[config.mk]
export PLATFORM = sky130hd
export DESIGN_NAME = dds_top
export DESIGN_NICKNAME = d
export VERILOG_FILES = /design/src/logic/dds_pkg.sv /design/src/logic/dac_interface.sv /design/src/logic/dds_core.sv /design/src/logic/dds_top.sv /design/src/logic/key_debounce.sv /design/src/logic/wave_select.sv
export SDC_FILE = /design/constraint.sdc
export NUM_CORES = 1
export LEC_CHECK = 0
export BUFFER_PORTS_ARGS = -buffer_cell sky130_fd_sc_hd__clkbuf_2
export CORE_ASPECT_RATIO = 0.5
export CORE_MARGIN = 1
export CORE_UTILIZATION = 55
export CTS_BUF_LIST = sky130_fd_sc_hd__clkbuf_8
export DETAILED_ROUTE_END_ITERATION = 10
export PLACE_DENSITY = 0.72
export SKIP_LAST_GASP = 1
export SLEW_MARGIN = 40
export SYNTH_ARGS = -nofsm -noshare
export SYNTH_HDL_FRONTEND = slang
export SYNTH_SLANG_ARGS = --single-unit
[constraint.sdc]
create_clock -name sys_clk -period 5.2 [get_ports sys_clk]
set_input_delay 1.3 -clock sys_clk [delete_from_list [all_inputs] [get_ports sys_clk]]
set_output_delay 1.3 -clock sys_clk [all_outputs]
set_load 0.02 [all_outputs]
[src/logic/sine_quarter.hex]
// One byte per line, entry k = 128 + 127*sin(pi/2*(k+0.5)/64), k = 0 to 63
82
85
88
8B
8E
91
94
97
9A
9D
A0
A3
A6
A9
AC
AF
B2
B5
B8
BA
BD
C0
C3
C5
C8
CA
CD
CF
D2
D4
D6
D9
DB
DD
DF
E1
E3
E5
E7
E9
EA
EC
EE
EF
F1
F2
F3
F5
F6
F7
F8
F9
FA
FB
FC
FC
FD
FD
FE
FE
FF
FF
FF
FF

[src/logic/dds_pkg.sv]
package dds_pkg;

    ////////////////////////////////////////
    // Datapath widths
    ////////////////////////////////////////

    // Phase accumulator width
    parameter int phase_width = 32;

    // Parallel DAC word
    parameter int sample_width = 8;

    // Entries in the quarter-wave sine table
    parameter int sine_depth = 64;

    // DAC code for zero output
    parameter logic [sample_width-1:0] mid_scale = 8'h80;

    ////////////////////////////////////////
    // Waveform codes
    ////////////////////////////////////////

    // Key index maps straight onto the code
    typedef enum logic [1:0] {
        wave_sine     = 2'd0,
        wave_square   = 2'd1,
        wave_triangle = 2'd2,
        wave_sawtooth = 2'd3
    } wave_e;

    // Top phase byte, read as a plain ramp or as quadrant plus table index
    typedef union packed {
        logic [7:0] as_ramp;
        struct packed {
            logic [1:0] quadrant;
            logic [5:0] index;
        } as_sine;
    } phase_byte_u;

endpackage

[src/logic/dac_interface.sv]
`timescale 1ns/1ps

module dac_interface import dds_pkg::*; (
    input  logic                    sys_clk,
    input  logic                    sys_rst_n,
    input  logic [sample_width-1:0] sample,
    input  logic                    sample_valid,
    output logic                    dac_clk,
    output logic [sample_width-1:0] dac_data
);

    logic [sample_width-1:0] next_data;

    ////////////////////////////////////////
    // Mute select
    ////////////////////////////////////////

    // Hold the analog output at zero until a waveform exists
    assign next_data = sample_valid ? sample : mid_scale;

    ////////////////////////////////////////
    // Pin register
    ////////////////////////////////////////

    // Pins come out of reset at mid-scale
    always_ff @(posedge sys_clk or negedge sys_rst_n)
    begin
        if (!sys_rst_n)
            dac_data <= mid_scale;
        else
            dac_data <= next_data;
    end

    ////////////////////////////////////////
    // DAC clock
    ////////////////////////////////////////

    // Data changes on the sys_clk rise
    // DAC latches half a period later on its own rise
    assign dac_clk = ~sys_clk;

endmodule

[src/logic/dds_core.sv]
`timescale 1ns/1ps

module dds_core import dds_pkg::*; #(
    parameter logic [phase_width-1:0] freq_word = 32'h0010_0000
) (
    input  logic                    sys_clk,
    input  logic                    sys_rst_n,
    input  wave_e                   wave,
    input  logic                    wave_valid,
    output logic [sample_width-1:0] sample,
    output logic                    sample_valid
);

    logic [phase_width-1:0]  phase;
    phase_byte_u             pb;
    logic [sample_width-1:0] sine_rom [sine_depth];
    logic [5:0]              rom_idx;
    logic [sample_width-1:0] rom_val;
    logic [sample_width-1:0] sine_val;
    logic [sample_width-1:0] square_val;
    logic [sample_width-1:0] tri_val;
    logic [sample_width-1:0] saw_val;

    // Quarter wave, all entries in the upper half of the range
    initial
    begin
        $readmemh("/design/src/logic/sine_quarter.hex", sine_rom);
    end

    ////////////////////////////////////////
    // Phase accumulator
    ////////////////////////////////////////

    // Free running, wraps modulo 2^32
    always_ff @(posedge sys_clk or negedge sys_rst_n)
    begin
        if (!sys_rst_n)
            phase <= '0;
        else
            phase <= phase + freq_word;
    end

    // Only the top byte addresses the waveform
    assign pb = phase[phase_width-1 -: 8];

    ////////////////////////////////////////
    // Sine by quadrant folding
    ////////////////////////////////////////

    // Odd quadrants run the table backwards, 63 - i is the bitwise inverse
    assign rom_idx = pb.as_sine.quadrant[0] ? ~pb.as_sine.index : pb.as_sine.index;
    assign rom_val = sine_rom[rom_idx];

    // Lower half wave mirrors about mid-scale
    assign sine_val = pb.as_sine.quadrant[1] ? ~rom_val : rom_val;

    ////////////////////////////////////////
    // Ramp based shapes
    ////////////////////////////////////////

    // Full scale in the first half period
    assign square_val = {8{~pb.as_ramp[7]}};

    // Rising 2p, then falling 2(255-p)+1
    assign tri_val = pb.as_ramp[7] ? {~pb.as_ramp[6:0], 1'b1}
                                   : {pb.as_ramp[6:0], 1'b0};

    assign saw_val = pb.as_ramp;

    ////////////////////////////////////////
    // Output mux
    ////////////////////////////////////////

    // Sample data itself carries no reset
    always_ff @(posedge sys_clk)
    begin
        case (wave)
            wave_sine:     sample <= sine_val;
            wave_square:   sample <= square_val;
            wave_triangle: sample <= tri_val;
            default:       sample <= saw_val;
        endcase
    end

    // Valid trails the selection by one stage, same as the sample
    always_ff @(posedge sys_clk or negedge sys_rst_n)
    begin
        if (!sys_rst_n)
            sample_valid <= 1'b0;
        else
            sample_valid <= wave_valid;
    end

endmodule

[src/logic/dds_top.sv]
`timescale 1ns/1ps

module dds_top import dds_pkg::*; #(
    // About 20 ms at 50 MHz
    parameter int                     debounce_cnt = 999_999,
    parameter logic [phase_width-1:0] freq_word    = 32'h0010_0000
) (
    input  logic                    sys_clk,
    input  logic                    sys_rst_n,
    input  logic [3:0]              key,
    output logic [3:0]              led,
    output logic                    dac_clk,
    output logic [sample_width-1:0] dac_data
);

    wave_e                   wave;
    logic                    wave_valid;
    logic [sample_width-1:0] sample;
    logic                    sample_valid;

    ////////////////////////////////////////
    // Key input and waveform choice
    ////////////////////////////////////////

    wave_select #(
        .debounce_cnt (debounce_cnt)
    ) wave_select_i (
        .sys_clk    (sys_clk),
        .sys_rst_n  (sys_rst_n),
        .key        (key),
        .wave       (wave),
        .wave_valid (wave_valid),
        .led        (led)
    );

    ////////////////////////////////////////
    // Phase and sample generation
    ////////////////////////////////////////

    dds_core #(
        .freq_word (freq_word)
    ) dds_core_i (
        .sys_clk      (sys_clk),
        .sys_rst_n    (sys_rst_n),
        .wave         (wave),
        .wave_valid   (wave_valid),
        .sample       (sample),
        .sample_valid (sample_valid)
    );

    // DAC pins
    dac_interface dac_interface_i (
        .sys_clk      (sys_clk),
        .sys_rst_n    (sys_rst_n),
        .sample       (sample),
        .sample_valid (sample_valid),
        .dac_clk      (dac_clk),
        .dac_data     (dac_data)
    );

endmodule

[src/logic/key_debounce.sv]
`timescale 1ns/1ps

module key_debounce #(
    parameter int debounce_cnt = 999_999
) (
    input  logic sys_clk,
    input  logic sys_rst_n,
    input  logic key,
    output logic press
);

    // Wide enough to hold debounce_cnt itself
    localparam int cnt_w = $clog2(debounce_cnt + 1);

    logic [1:0]       key_sync;
    logic             key_s;
    logic [cnt_w-1:0] low_cnt;
    logic             fired;

    ////////////////////////////////////////
    // Input synchronizer
    ////////////////////////////////////////

    // Idle level of the key is high
    always_ff @(posedge sys_clk or negedge sys_rst_n)
    begin
        if (!sys_rst_n)
            key_sync <= 2'b11;
        else
            key_sync <= {key_sync[0], key};
    end

    assign key_s = key_sync[1];

    ////////////////////////////////////////
    // Low-time counter and press pulse
    ////////////////////////////////////////

    always_ff @(posedge sys_clk or negedge sys_rst_n)
    begin
        if (!sys_rst_n)
        begin
            low_cnt <= '0;
            fired   <= 1'b0;
            press   <= 1'b0;
        end
        else if (key_s)
        begin
            // Any high cycle restarts the count and re-arms the pulse
            low_cnt <= '0;
            fired   <= 1'b0;
            press   <= 1'b0;
        end
        else if (low_cnt == cnt_w'(debounce_cnt))
        begin
            // Counter saturates here; only the first cycle fires
            press <= !fired;
            fired <= 1'b1;
        end
        else
        begin
            low_cnt <= low_cnt + 1'b1;
            press   <= 1'b0;
        end
    end

endmodule

[src/logic/wave_select.sv]
`timescale 1ns/1ps

module wave_select import dds_pkg::*; #(
    parameter int debounce_cnt = 999_999
) (
    input  logic       sys_clk,
    input  logic       sys_rst_n,
    input  logic [3:0] key,
    output wave_e      wave,
    output logic       wave_valid,
    output logic [3:0] led
);

    logic [3:0] press;
    wave_e      pick;

    ////////////////////////////////////////
    // One debouncer per key
    ////////////////////////////////////////

    for (genvar k = 0; k < 4; k++)
    begin : g_key
        key_debounce #(
            .debounce_cnt (debounce_cnt)
        ) debounce_i (
            .sys_clk   (sys_clk),
            .sys_rst_n (sys_rst_n),
            .key       (key[k]),
            .press     (press[k])
        );
    end

    // Same-cycle presses, lowest index wins
    // Scan downward so the last hit is the lowest
    always_comb
    begin
        pick = wave_sine;
        for (int i = 3; i >= 0; i--)
        begin
            if (press[i])
                pick = wave_e'(i);
        end
    end

    ////////////////////////////////////////
    // Held selection
    ////////////////////////////////////////

    always_ff @(posedge sys_clk or negedge sys_rst_n)
    begin
        if (!sys_rst_n)
        begin
            wave       <= wave_sine;
            wave_valid <= 1'b0;
        end
        else if (|press)
        begin
            wave       <= pick;
            // Sticky once any key has been accepted
            wave_valid <= 1'b1;
        end
    end

    // LEDs dark until the first press
    assign led = wave_valid ? (4'b0001 << wave) : 4'b0000;

endmodule

==> flow_metrics.env <==
export IMPL_hold_buffers=0
export IMPL_fin_worst_skew_ps=7.49
export IMPL_cts_resized=0
export IMPL_critPathKind="clk -> out"
export IMPL_required_ps=3900
export IMPL_dp_hpwl_um=7500
export IMPL_rrSetupSlack_ps=3130
export IMPL_place_ws_ps=1120
export IMPL_rows=26
export IMPL_cts_root_buf="clkbuf_8"
export IMPL_crit_end="dac_clk"
export IMPL_reg2regPathDepth=4
export IMPL_grt_max_degree=56
export IMPL_vias=4470
export IMPL_synth_edf_count=0
export IMPL_power_leakage_nw=2.75
export IMPL_rsz0062_at_grt="false"
export IMPL_final_nets=614
export IMPL_ys_seq_area_share_pct=52.8
export IMPL_ys_seq_elements=128
export IMPL_cp_max_fo=16
export IMPL_clkLatencyLatePin_ps=430
export IMPL_finalSetupTns_ps=0
export IMPL_wirelength_um=11200
export IMPL_ys_flop_type="dfrtp_1"
export IMPL_core_mm2=0.0104
export IMPL_slew_headroom_pct=54.1
export IMPL_dpl_cell_area_mm2=0.00622
export IMPL_cts_tree="done"
export IMPL_antenna_cells=0
export IMPL_ant_nets=0
export IMPL_fp_dieH_um=75.9
export IMPL_end_kind="output port"
export IMPL_async_reset_ff_share_pct=93.8
export IMPL_viasPerCell=5.94
export IMPL_route_detailed_drc=0
export IMPL_antenna_found_initial=0
export IMPL_worst_pin_slew_ps=688
export IMPL_grt_pass1_vias=4248
export IMPL_arrival_ps=3200
export IMPL_syn_area_mm2=0.00601
export IMPL_cts_max_path_buffers=2
export IMPL_synth_warnings=0
export IMPL_postSynthCellCount=580
export IMPL_ys_top_cells_by_area="dfrtp_1, dfstp_2, a21oi_1, xnor2_1, dfxtp_1"
export IMPL_die_w_um=150
export IMPL_post_cts_repair_setup_buffers=0
export IMPL_wl_per_cell_um=14.9
export IMPL_drive_above_1_share_pct=11.6
export IMPL_status="finished, final reports clean"
export IMPL_hold_viol_final=0
export IMPL_setup_violations=0
export IMPL_numCtsBuffers=17
export IMPL_yosysTopAreaCellShare_pct=46.2
export IMPL_place_inst=720
export IMPL_final_cells=752
export IMPL_track_usage_pct=21.9
export IMPL_synth_cell_type_count=54
export IMPL_cp_start_kind="clock port"
export IMPL_drv_cap=0
export IMPL_powerDensity_mw_per_mm2=303
export IMPL_synth_top_cell_by_area="dfrtp_1"
export IMPL_holdWs_ps=356
export IMPL_drt_iter0_drc=245
export IMPL_ir_drop_v=0.000172
export IMPL_pin_count=19
export IMPL_min_delay_path_class="reg -> reg"
export IMPL_grt_pass1_wl_um=19900
export IMPL_die_area_mm2=0.0114
export IMPL_setup_ws_ps=703
export IMPL_startpoint="sys_clk"
export IMPL_gp_congestion=0.839
export IMPL_drv_slew=0
export IMPL_r2r_end="wave_select_i.g_key[1].debounce_i.low_cnt[0]"
export IMPL_clkSlewWorstSetupHoldPaths_ps=70
export IMPL_htreeDepth=4
export IMPL_drtPass1Iterations=4
export IMPL_area_growth_syn_to_layout_pct=10.6
export IMPL_synth_area_per_cell_um2=10.4
export IMPL_overflow=0
export IMPL_io_buffers=18
export IMPL_post_route_cell_area_mm2=0.00665
export IMPL_r2r_start="wave_select_i.g_key[1].debounce_i.low_cnt[12]"
export IMPL_start_util_pct=57.7
export IMPL_synth_nets=595
-- flip-flops by register name, summed over array words and instances, names as in the netlist --
register                                 cells
wave_select_i.g_key.debounce_i.low_cnt      80
dds_core_i.phase                            12
dac_interface_i.dac_data                     8
dds_core_i.sample                            8
wave_select_i.g_key.debounce_i.key_sync      8
wave_select_i.g_key.debounce_i.fired         4
wave_select_i.g_key.debounce_i.press         4
wave_select_i.wave                           2
dds_core_i.sample_valid                      1
wave_select_i.wave_valid                     1
-- kinds of logic after synthesis --
kind of cell | count (synthesis) | share of synthesized area (%)
fa+ha+maj | 9 | 1.87
flops | 128 | 52.8
mux | 6 | 1.06
buf+inv | 37 | 2.33
simple gates | 248 | 24.5
xor+xnor | 37 | 5.39
compound gates | 115 | 12.0
-- metrics by stage --
stage / power [mW] / util, %
6_report: 2.02 / 63.8
3_5_place_dp: 1.11 / 59.7
5_1_grt: 2.09 / 63.8
4_1_cts: 2.03 / 63.8
3_3_place_gp: 1.11 / 59.7
2_1_floorplan: 1.07 / -
-- routing by layer --
metal / GRT usage, % / vias to the layer above / share of wire [%]
li1: - / 2173 / -
met1: 30.8 / 2203 / 51
met2: 32.8 / 80 / 45
met3: 5.60 / 14 / 3.2
met4: 7.88 / 0 / 1.2
met5: 0 / - / 0
-- area by class of cell --
class	instances	area, µm²
clock inverters	14	171
flip-flops and latches	128	3170
multi-input cells	415	2700
well taps	140	175
fillers	825	3760
inverters	16	60.1
clock buffers	20	267
repair buffers	19	103
-- worst min-delay path by stage --
stage | startpoint | cells past startpoint | slack, ps | endpoint
final | wave_select_i.g_key[2].debounce_i.key_sync[0] | 0 | 360 | wave_select_i.g_key[2].debounce_i.key_sync[1]
after global routing | wave_select_i.g_key[0].debounce_i.key_sync[0] | 0 | 360 | wave_select_i.g_key[0].debounce_i.key_sync[1]
after CTS | wave_select_i.g_key[2].debounce_i.key_sync[0] | 0 | 360 | wave_select_i.g_key[2].debounce_i.key_sync[1]
after detailed placement | wave_select_i.g_key[2].debounce_i.key_sync[0] | 0 | 350 | wave_select_i.g_key[2].debounce_i.key_sync[1]
after global placement | wave_select_i.g_key[0].debounce_i.key_sync[0] | 0 | 350 | wave_select_i.g_key[0].debounce_i.key_sync[1]
after floorplan | wave_select_i.g_key[0].debounce_i.key_sync[0] | 0 | 350 | wave_select_i.g_key[0].debounce_i.key_sync[1]
-- power breakdown --
group | switching, mW | total [mW] | internal, mW
logic | 0.0261 | 0.0393 | 0.0132
clock network | 0.399 | 0.946 | 0.547
registers | 0.0222 | 1.03 | 1.01
-- critical path, cell delays in order --
cell and delay [ps]:
clkbuf_8 190, clkbuf_8 190, inv_1 60, clkbuf_2 160
-- cells in the mapped netlist (4+ instances only) --
cell and number:
dfrtp_1 111, a21oi_1 41, nor2_1 40, nand2_1 28, nand3_1 27, nand4_1 25
xnor2_1 22, o21ai_0 19, clkbuf_1 18, or3_1 18, and4_1 17, inv_1 17
and2_1 15, nor3_1 15, xor2_1 15, a31oi_1 14, or4_1 12, o31ai_1 11
and3_1 9, dfstp_2 9, ha_1 9, nand2b_1 9, dfxtp_1 8, o21bai_1 8
o21a_1 6, o221ai_1 6, nor2b_1 5, or4b_1 5, a211oi_1 4
-- cells in the final DEF, fill, tap and decap left out, types with 17 or more instances in the layout --
| cell | n |
|---|---|
| nor2_1 | 40 |
| or3_1 | 18 |
| a21oi_1 | 41 |
| clkbuf_2 | 17 |
| nand2_1 | 28 |
| o21ai_0 | 19 |
| inv_1 | 19 |
| nand4_1 | 25 |
| dfrtp_1 | 111 |
| nand3_1 | 27 |
| and4_1 | 17 |
| clkbuf_8 | 19 |
| xnor2_1 | 22 |
No activity file was read; power rests on OpenSTA's default activity.
